===== config.mk =====
export PLATFORM = sky130hd
export DESIGN_NAME = vchess_top
export DESIGN_NICKNAME = d
export VERILOG_FILES = /design/src/hdl/vchess_pkg.sv /design/src/hdl/vchess_ctrl_regs.sv /design/src/hdl/board_scan.sv /design/src/hdl/material_eval.sv /design/src/hdl/position_check.sv /design/src/hdl/vchess_top.sv
export SDC_FILE = /design/constraint.sdc
export NUM_CORES = 1
export LEC_CHECK = 0
export BUFFER_PORTS_ARGS = -buffer_cell sky130_fd_sc_hd__buf_2
export CAP_MARGIN = 20
export CELL_PAD_IN_SITES_DETAIL_PLACEMENT = 2
export CELL_PAD_IN_SITES_GLOBAL_PLACEMENT = 2
export CORE_ASPECT_RATIO = 0.75
export CORE_MARGIN = 2
export CORE_UTILIZATION = 46
export DETAILED_ROUTE_END_ITERATION = 10
export PLACE_DENSITY_LB_ADDON = 0.1
export SYNTH_ARGS = -nofsm -noshare
export SYNTH_HDL_FRONTEND = slang
export SYNTH_HIERARCHICAL = 1
export SYNTH_SLANG_ARGS = --single-unit

===== constraint.sdc =====
create_clock -name clk -period 29.8 [get_ports clk]
set_input_delay 0 -clock clk [delete_from_list [all_inputs] [get_ports clk]]
set_output_delay 0 -clock clk [all_outputs]
set_load 0.01 [all_outputs]

===== src/hdl/vchess_pkg.sv =====
package vchess_pkg;

   typedef logic [3:0] piece_t;      // Bit 3 set means Black
   typedef piece_t [7:0] rank_t;     // File a in the low nibble
   typedef rank_t [7:0] board_t;     // Rank 1 at index 0

   localparam logic [2:0] kind_pawn   = 3'd1;
   localparam logic [2:0] kind_knight = 3'd2;
   localparam logic [2:0] kind_bishop = 3'd3;
   localparam logic [2:0] kind_rook   = 3'd4;
   localparam logic [2:0] kind_queen  = 3'd5;
   localparam logic [2:0] kind_king   = 3'd6;

   localparam int piece_value_pawn   = 100;
   localparam int piece_value_knight = 320;
   localparam int piece_value_bishop = 330;
   localparam int piece_value_rook   = 500;
   localparam int piece_value_queen  = 900;

   localparam logic [5:0] reg_ctrl      = 6'd0;
   localparam logic [5:0] reg_status    = 6'd1;
   localparam logic [5:0] reg_side      = 6'd2;
   localparam logic [5:0] reg_eval      = 6'd3;
   localparam logic [5:0] reg_rank_base = 6'd8;

   typedef struct packed {
      logic       white_to_move;
      logic [3:0] castle_mask;
      logic [3:0] en_passant_col;   // Top bit set when no e.p. file
   } side_state_t;

   typedef struct packed {
      rank_t      rank;
      logic [2:0] index;
      logic       first;
      logic       last;
   } rank_beat_t;

   typedef struct packed {
      logic legal;
      logic king_error;
      logic pawn_error;
   } check_result_t;

   typedef struct packed {
      logic        cyc;
      logic        stb;
      logic        we;
      logic [5:0]  adr;   // Word address
      logic [31:0] dat;
   } wb_req_t;

   typedef struct packed {
      logic        ack;
      logic [31:0] dat;
   } wb_rsp_t;

   // Signed worth of one square, seen from White
   function automatic int piece_score(piece_t p);
      int value;
      case (p[2:0])
         kind_pawn:   value = piece_value_pawn;
         kind_knight: value = piece_value_knight;
         kind_bishop: value = piece_value_bishop;
         kind_rook:   value = piece_value_rook;
         kind_queen:  value = piece_value_queen;
         default:     value = 0;   // King and empty codes
      endcase
      return p[3] ? -value : value;
   endfunction

endpackage


===== src/hdl/vchess_ctrl_regs.sv =====
`timescale 1ns/1ps

module vchess_ctrl_regs
   import vchess_pkg::*;
#(
   parameter int EVAL_WIDTH = 16
)
(
   input  logic                         clk,
   input  logic                         arst_n,
   input  wb_req_t                      wb_req,
   output wb_rsp_t                      wb_rsp,
   output logic                         start,
   output logic                         soft_reset,
   output board_t                       board,
   input  logic                         busy,
   input  logic signed [EVAL_WIDTH-1:0] eval,
   input  logic                         eval_valid,
   input  check_result_t                result,
   input  logic                         result_valid
);

   logic                         ack;
   logic                         req;
   logic                         wr;
   logic                         rank_hit;
   logic [31:0]                  rd_word;
   logic [31:0]                  rd_data;
   side_state_t                  side;
   logic signed [EVAL_WIDTH-1:0] eval_q;
   check_result_t                result_q;
   logic                         done;

   assign req      = wb_req.cyc & wb_req.stb & ~ack;
   assign wr       = ack & wb_req.we;   // Applied at the end of the ack cycle
   assign rank_hit = wb_req.adr[5:3] == reg_rank_base[5:3];

   always_comb
   begin
      rd_word = '0;
      if (rank_hit)
         rd_word = board[wb_req.adr[2:0]];
      else
         case (wb_req.adr)
            reg_status: rd_word = {27'd0, result_q, done, busy};
            reg_side:   rd_word = {23'd0, side};
            reg_eval:   rd_word = 32'(eval_q);   // Sign extended
            default:    rd_word = '0;
         endcase
   end

   always_ff @(posedge clk or negedge arst_n)
   begin
      if (!arst_n)
         ack <= 1'b0;
      else
         ack <= req;
   end

   always_ff @(posedge clk)
   begin
      if (req)
         rd_data <= rd_word;
   end

   assign wb_rsp.ack = ack;
   assign wb_rsp.dat = rd_data;

   always_ff @(posedge clk or negedge arst_n)
   begin
      if (!arst_n)
      begin
         start      <= 1'b0;
         soft_reset <= 1'b0;
      end
      else
      begin
         start      <= wr && wb_req.adr == reg_ctrl && wb_req.dat[0] && !busy;
         soft_reset <= wr && wb_req.adr == reg_ctrl && wb_req.dat[31];
      end
   end

   always_ff @(posedge clk or negedge arst_n)
   begin
      if (!arst_n)
      begin
         board <= '0;
         side  <= '0;
      end
      else if (soft_reset)
      begin
         board <= '0;
         side  <= '0;
      end
      else if (wr)
      begin
         if (rank_hit)
            board[wb_req.adr[2:0]] <= wb_req.dat;
         else if (wb_req.adr == reg_side)
            side <= wb_req.dat[8:0];
      end
   end

   always_ff @(posedge clk or negedge arst_n)
   begin
      if (!arst_n)
      begin
         eval_q   <= '0;
         result_q <= '0;
         done     <= 1'b0;
      end
      else if (soft_reset)
      begin
         eval_q   <= '0;
         result_q <= '0;
         done     <= 1'b0;
      end
      else
      begin
         if (start)
            done <= 1'b0;
         else if (eval_valid)
            done <= 1'b1;
         if (eval_valid)
            eval_q <= eval;
         if (result_valid)
            result_q <= result;
      end
   end

endmodule


===== src/hdl/board_scan.sv =====
`timescale 1ns/1ps

module board_scan
   import vchess_pkg::*;
(
   input  logic       clk,
   input  logic       arst_n,
   input  logic       start,
   input  logic       soft_reset,
   input  board_t     board,
   output logic       beat_valid,
   output rank_beat_t beat,
   output logic       busy
);

   board_t     snap;
   logic [2:0] cnt;
   logic       running;
   logic       tail;   // Cycle after the last beat

   always_ff @(posedge clk)
   begin
      if (start)
         snap <= board;
   end

   always_ff @(posedge clk or negedge arst_n)
   begin
      if (!arst_n)
      begin
         running <= 1'b0;
         cnt     <= 3'd0;
         tail    <= 1'b0;
      end
      else if (soft_reset)
      begin
         running <= 1'b0;
         cnt     <= 3'd0;
         tail    <= 1'b0;
      end
      else
      begin
         tail <= running && cnt == 3'd7;
         if (start)
         begin
            running <= 1'b1;
            cnt     <= 3'd0;
         end
         else if (running)
         begin
            cnt <= cnt + 3'd1;   // Wraps back to rank 1
            if (cnt == 3'd7)
               running <= 1'b0;
         end
      end
   end

   assign beat_valid = running;
   assign beat.rank  = snap[cnt];
   assign beat.index = cnt;
   assign beat.first = cnt == 3'd0;
   assign beat.last  = cnt == 3'd7;
   assign busy       = start | running | tail;

endmodule


===== src/hdl/material_eval.sv =====
`timescale 1ns/1ps

module material_eval
   import vchess_pkg::*;
#(
   parameter int EVAL_WIDTH = 16
)
(
   input  logic                         clk,
   input  logic                         arst_n,
   input  logic                         soft_reset,
   input  logic                         beat_valid,
   input  rank_beat_t                   beat,
   output logic signed [EVAL_WIDTH-1:0] eval,
   output logic                         eval_valid
);

   logic signed [EVAL_WIDTH-1:0] acc;
   logic signed [EVAL_WIDTH-1:0] acc_base;
   logic signed [EVAL_WIDTH-1:0] acc_next;
   int                           rank_sum;

   always_comb
   begin
      rank_sum = 0;
      for (int i = 0; i < 8; i++)
         rank_sum += piece_score(beat.rank[i]);
      acc_base = beat.first ? '0 : acc;   // New board restarts the sum
      acc_next = acc_base + EVAL_WIDTH'(rank_sum);
   end

   always_ff @(posedge clk or negedge arst_n)
   begin
      if (!arst_n)
      begin
         acc        <= '0;
         eval       <= '0;
         eval_valid <= 1'b0;
      end
      else if (soft_reset)
      begin
         acc        <= '0;
         eval       <= '0;
         eval_valid <= 1'b0;
      end
      else
      begin
         eval_valid <= beat_valid && beat.last;
         if (beat_valid)
         begin
            acc <= acc_next;
            if (beat.last)
               eval <= acc_next;
         end
      end
   end

endmodule


===== src/hdl/position_check.sv =====
`timescale 1ns/1ps

module position_check
   import vchess_pkg::*;
(
   input  logic          clk,
   input  logic          arst_n,
   input  logic          soft_reset,
   input  logic          beat_valid,
   input  rank_beat_t    beat,
   output check_result_t result,
   output logic          result_valid
);

   logic [1:0] white_kings;
   logic [1:0] black_kings;
   logic       pawn_bad;
   logic [1:0] white_next;
   logic [1:0] black_next;
   logic       pawn_next;
   logic       edge_rank;
   logic       king_err;

   assign edge_rank = beat.index == 3'd0 || beat.index == 3'd7;

   always_comb
   begin
      white_next = beat.first ? 2'd0 : white_kings;
      black_next = beat.first ? 2'd0 : black_kings;
      pawn_next  = beat.first ? 1'b0 : pawn_bad;
      for (int i = 0; i < 8; i++)
      begin
         if (beat.rank[i][2:0] == kind_king)
         begin
            if (beat.rank[i][3] && black_next != 2'd3)
               black_next = black_next + 2'd1;
            else if (!beat.rank[i][3] && white_next != 2'd3)
               white_next = white_next + 2'd1;   // Saturates at 3
         end
         if (beat.rank[i][2:0] == kind_pawn && edge_rank)
            pawn_next = 1'b1;
      end
      king_err = white_next != 2'd1 || black_next != 2'd1;
   end

   always_ff @(posedge clk or negedge arst_n)
   begin
      if (!arst_n)
      begin
         white_kings  <= 2'd0;
         black_kings  <= 2'd0;
         pawn_bad     <= 1'b0;
         result       <= '0;
         result_valid <= 1'b0;
      end
      else if (soft_reset)
      begin
         white_kings  <= 2'd0;
         black_kings  <= 2'd0;
         pawn_bad     <= 1'b0;
         result       <= '0;
         result_valid <= 1'b0;
      end
      else
      begin
         result_valid <= beat_valid && beat.last;
         if (beat_valid)
         begin
            white_kings <= white_next;
            black_kings <= black_next;
            pawn_bad    <= pawn_next;
            if (beat.last)
            begin
               result.legal      <= !(king_err || pawn_next);
               result.king_error <= king_err;
               result.pawn_error <= pawn_next;
            end
         end
      end
   end

endmodule


===== src/hdl/vchess_top.sv =====
`timescale 1ns/1ps

module vchess_top
   import vchess_pkg::*;
#(
   parameter int EVAL_WIDTH = 16
)
(
   input  logic    clk,
   input  logic    arst_n,
   input  wb_req_t wb_req,
   output wb_rsp_t wb_rsp
);

   logic                         start;
   logic                         soft_reset;
   board_t                       board;
   logic                         busy;
   logic                         beat_valid;
   rank_beat_t                   beat;
   logic signed [EVAL_WIDTH-1:0] eval;
   logic                         eval_valid;
   check_result_t                result;
   logic                         result_valid;

   vchess_ctrl_regs #(
      .EVAL_WIDTH (EVAL_WIDTH)
   ) u_ctrl_regs (
      .clk          (clk),
      .arst_n       (arst_n),
      .wb_req       (wb_req),
      .wb_rsp       (wb_rsp),
      .start        (start),
      .soft_reset   (soft_reset),
      .board        (board),
      .busy         (busy),
      .eval         (eval),
      .eval_valid   (eval_valid),
      .result       (result),
      .result_valid (result_valid)
   );

   board_scan u_board_scan (
      .clk        (clk),
      .arst_n     (arst_n),
      .start      (start),
      .soft_reset (soft_reset),
      .board      (board),
      .beat_valid (beat_valid),
      .beat       (beat),
      .busy       (busy)
   );

   material_eval #(
      .EVAL_WIDTH (EVAL_WIDTH)
   ) u_material_eval (
      .clk        (clk),
      .arst_n     (arst_n),
      .soft_reset (soft_reset),
      .beat_valid (beat_valid),
      .beat       (beat),
      .eval       (eval),
      .eval_valid (eval_valid)
   );

   position_check u_position_check (
      .clk          (clk),
      .arst_n       (arst_n),
      .soft_reset   (soft_reset),
      .beat_valid   (beat_valid),
      .beat         (beat),
      .result       (result),
      .result_valid (result_valid)
   );

endmodule


After elaboration in Yosys (flattened, before gate mapping)
Index checks and enable logic that the tools add are counted.

operators by class
  add/sub/neg operators = 33
  $lt $le $gt $ge = 3
  eq/ne operators = 72
  muxes and demuxes = 113
  bitwise logic cells = 6
  reduce and logical (&&, ||, !) cells = 56

operator list
  operator               count
  $mux W256              3
  $pmux W10 S5           8
  $bwmux W256            1
  $mux W16               16
  $bmux W32 S3           2
  $add A16 B16 Y16       8
  $mux W32               4
  $neg A10 Y16           8
  $demux W32 S3          1
  $pmux W32 S3           1
  $mux W2                46
  $eq A3 B3 Y1 const B   25
  $eq A3 B2 Y1 const B   16
  $mux W9                4
  $add A2 B1 Y2 const B  16
  $ne A2 B2 Y1 const B   16
  $logic_and A1 B1 Y1    30
  $eq A3 B1 Y1 const B   9
  $mux W3                8
  $mux W1                19
  $eq A6 B2 Y1 const B   2
  $reduce_bool A2 Y1     6
  $logic_not A1 Y1       10
  $lt A3 B4 Y1 const B   2
  other kinds (13)       22

storage, ports and cells
  bits in registers = 621
  bits of input ports = 43
  output and inout port bits = 33
  logic and storage cells = 434

Depth between registers and ports, before layout
  word-level depth = 49
  depth in mapped cells = 46
  depth with buffers taken out = 42

Cells and area by module
Netlist, hierarchy kept.

by module, submodules not included
  module            instances  cells each  area an instance (µm²)  sequential area each (µm²)
  vchess_ctrl_regs  1          1614        15070.7                 8167.8
  board_scan        1          394         9857.0                  7812.5
  material_eval     1          902         7218.2                  825.8
  position_check    1          183         1570.3                  225.2

Worst setup path after synthesis
OpenSTA, ideal clock, no wires.

  path type = register -> register
  start = register u_board_scan.cnt[1]
  end = register u_position_check/result[2] (netlist name)
  library setup time = 0.103 ns
  arrival time = 9.798 ns
  data required time = 29.697 ns
  slack = 19.898 ns
  cell stages (with the launch flop) = 44
  buffers on the path = 4
  period minus slack after synthesis = 9.902 ns
  path through = dfrtp_1 > buf_2 > buf_2 > inv_1 > ha_1 > nor2b_1 > nand2b_2 > inv_2 > ha_1 > or2_1 > o21ai_0 > nand2_1 > ha_1 > or2_1 > a2111oi_0 > a221oi_4 > ha_1 > nor3_1 > [... 8 more ...] > nor3_1 > xor2_1 > xnor3_2 > ha_1 > or3_1 > clkbuf_1 > xnor2_4 > ha_1 > or3_1 > and3b_1 > nand3_1 > nand2_1 > ha_1 > or3_1 > nor2_1 > a31oi_1 > or3b_1 > o41ai_2

RTL lines
  item                    RTL line          text
  from (decl)             board_scan.sv:17  logic [2:0] cnt;
  from (signal assigned)  board_scan.sv:51  cnt <= cnt + 3'd1;

==> reports/results.txt <==
IO Count - 76
CP required - 30.33 ns
CP top delay family - simple AND/OR/NAND/NOR gates
CTS resizes - 0
ANT nets after route - 0
Synthesized area per cell - 10.90 µm²
Bufs and invs on worst path - 2
Clock skew - 0.02736 ns
YS warnings - 6
Count of cell types in the netlist - 96
R2R cell count - 38
Worst hold slack - -0.05426 ns
1st-iter DRT viols - 2600
Final nets - 3274
Total setup buffers inserted after CTS - 0
RSZ-0062 raised after global routing - false
Kind of critical path - reg -> reg
Post-Synthesis Cells - 3093
Die width - 316.6 µm
Hold Crit Class - in -> async
WL/cell - 31.69 µm
Via count - 25.70k
Drt pass-1 iters - 5
CP endpoint kind - register
Total CTS buffers - 61
H-tree Lvls - 2
Setup violators final - 0
Least-Margin Pin Slew - 1.304 ns
FMAX - 79.15 MHz
Register area share after synthesis - 50.51%
Synth Area in Compound Gates - 11.20%
Full die area - 0.07550 mm²
Fraction of the mapped netlist area in adder cells - 7.734%
Total Wirelength - 129.6 mm
Core Box Area - 0.07211 mm²
Synthesized flop and latch total - 623
Total GRT Usage - 34.79%
Final worst-path cycle share - 42.39%
Vias in the first global route - 28.43k
Worst EP arrival - 13.17 ns
Worst setup SP type - register
Sink Count - 623
XOR/XNOR share of the synthesized area - 1.852%
Antenna violations before repair - 5
Gpl congestion - 0.8986
Post-Synth Simple-Gate Area - 12.91%
CTS root buffer - clkbuf_16
Top_reg_cell synth - dfrtp_1
Cell Area, Synth - 0.03372 mm²
Crit Path Max Fanout - 42
Reg-to-reg setup timing slack - 17.17 ns
Global route overflow - 0
Status - finished with violations
Pin count of the biggest net entering global routing - 218
Worst-path clk slew - 0.07 ns
Hold Vio Cnt, Final - 11
Combinational family with the most area after synthesis - simple AND/OR/NAND/NOR gates
Max Cap Viol - 0
Layout cells sized above 1 - 13.23%
Vias/cell - 6.286
Clock Latency Late Sink - 0.65 ns
Critical path's largest stage delay - 1.06 ns
Setup TNS - 0 ns
Reg-to-reg endpoint - u_position_check/result[2]
Finished Core Util - 51.24%
Final Max Tran Viols - 0
Die Height - 238.5 µm
CTS tree - built
Post-Syn Nets - 3288
CP dominant cell by count - ha_1
Dpl hpwl - 85.10 mm
Reg-to-Reg Start - u_board_scan/cnt[0]
Initial core utilization - 46.76%
Area Growth Syn to Fin - 9.582%
Fill count - 7116
Worst relative slew slack - 13.05%
Post-synth EDFFs - 288
Worst path slowest cell - dfrtp_4
Tmin final - 12.63 ns
Mux cell area share after synthesis - 10.46%
First-pass GRT wire length - 192.2 mm
Remaining DRCs - 0
Fraction of registers with async set/reset - 53.77%
Cts hold-fix bufs - 37
Failing checks - hold timing
Std-Cell Rows - 85
Port bufs - 75
Longest Clk Path Bufs - 3
synth_stat cells, drive strengths merged, types with 9 or more instances:
cell type  count  area [µm²]
ha            58       725.7
xor2          23       201.4
a22oi          9       67.56
nor2b         30       187.7
nor3b         20       155.1
or3           20       130.1
o21ai         90       461.7
a21oi        359        1797
mux2i        105        1051
buf          101       651.9
a31oi         13       81.33
a211oi        11       87.58
nand3b        11       95.09
o21a          15       112.6
a221oi        13       131.4
mux4          82        1847
nand3         16       80.08
nor3          46       276.5
nand2b        34       225.2
and3          10       62.56
nand2        664        2525
fa            94        1882
inv          155       581.8
nor2         110       420.4
edfxtp       288        8648
o22ai         35       219.0
dfrtp        335        8383
mux2          56       630.6
a21o          11       82.58
xnor2         33       307.8
clkbuf       129       504.2
o221ai        20       175.2
per-stage QoR:
step | instance area, µm² | std cells | setup slack, ns
6_report | 36950 | 4089 | 17.17
3_5_place_dp | 34530 | 3934 | 17.26
5_1_grt | 36940 | 4088 | 16.30
3_3_place_gp | 34520 | 3933 | 18.00
2_1_floorplan | 33720 | 3093 | 19.90
4_1_cts | 36900 | 4084 | 17.16
cell usage in the layout, fill, tap and decap left out, types with 32 or more instances in the layout:
cell,synthesis,final
nand2_1,653,653
a21oi_1,359,359
dfrtp_1,335,330
edfxtp_1,288,288
inv_1,151,151
nor2_1,109,108
mux2i_1,105,105
fa_1,94,94
o21ai_0,84,84
mux4_2,82,82
buf_2,53,73
clkbuf_16,0,64
ha_1,58,58
mux2_2,56,56
buf_4,26,39
nor3_1,38,38
dlygate4sd3_1,0,37
o22ai_1,35,35
xnor2_1,32,32
layout make-up:
type                            instances  area (µm²)  share of cell area, %
Sequential cell                       623       17050                  46.14
Clock inverter                         28       237.7                 0.6434
Antenna cell                            3       7.507                0.02032
Multi-Input combinational cell       2082       14970                  40.51
Tap cell                              957        1197                  3.241
Clock buffer                           85        1760                  4.765
Inverter                              156       599.3                  1.622
Timing Repair Buffer                  155        1130                  3.058
per-layer routing:
| metal | global-route usage, % | up-vias | wire (µm) |
|---|---|---|---|
| met1 | 49.37 | 13770 | 56350 |
| met2 | 55.38 | 931 | 60730 |
| met5 | 0 | - | 27 |
| met4 | 9.448 | 4 | 3311 |
| li1 | - | 10760 | - |
| met3 | 5.979 | 233 | 9142 |
worst register-to-register path, delay by kind of cell, from the launching register on:
kind / cells / cell delay (ns)
AND/OR/NAND/NOR: 14 / 4.47
XOR/XNOR: 7 / 1.76
multiplexers: 4 / 1.75
adder cells (fa/ha/maj): 7 / 1.53
AO/OA/AOI/OAI: 4 / 1.15
flip-flops: 1 / 1.06
buffers and inverters: 2 / 0.77
flip-flops by register name (all words and copies together), names as in the netlist, 9 cells and up:
name and flops:
u_board_scan/snap 256, u_ctrl_regs/board 256, u_ctrl_regs/eval_q 16, u_ctrl_regs/rd_data 32
u_ctrl_regs/side 9, u_material_eval/acc 16, u_material_eval/eval 16
how the worst max path moves through the flow:
stage,from,to,slack (ns),cells after the start
after floorplan,u_board_scan/cnt[1],u_position_check/result[2],19.90,43
after global placement,u_board_scan/cnt[0],u_position_check/result[2],18.00,38
after detailed placement,u_board_scan/cnt[0],u_position_check/result[2],17.26,38
after CTS,u_board_scan/cnt[0],u_position_check/result[2],17.16,38
after global routing,u_board_scan/cnt[0],u_position_check/result[2],16.30,38
final,u_board_scan/cnt[0],u_position_check/result[2],17.17,38
cells by family (layout without fill, tap and decap cells):
logic type | count (synthesis) | in the layout
DFF | 623 | 623
xor gates and xnor gates | 61 | 61
adders and majority gates | 152 | 152
other | 0 | 3
and+or+nand+nor | 987 | 987
AOI/OAI and AO/OA | 639 | 639
muxes | 243 | 243
buffers and inverters | 388 | 424
Power is not shown: default switching activity piles up to over one toggle a cycle in this logic, so the estimate is an artifact.
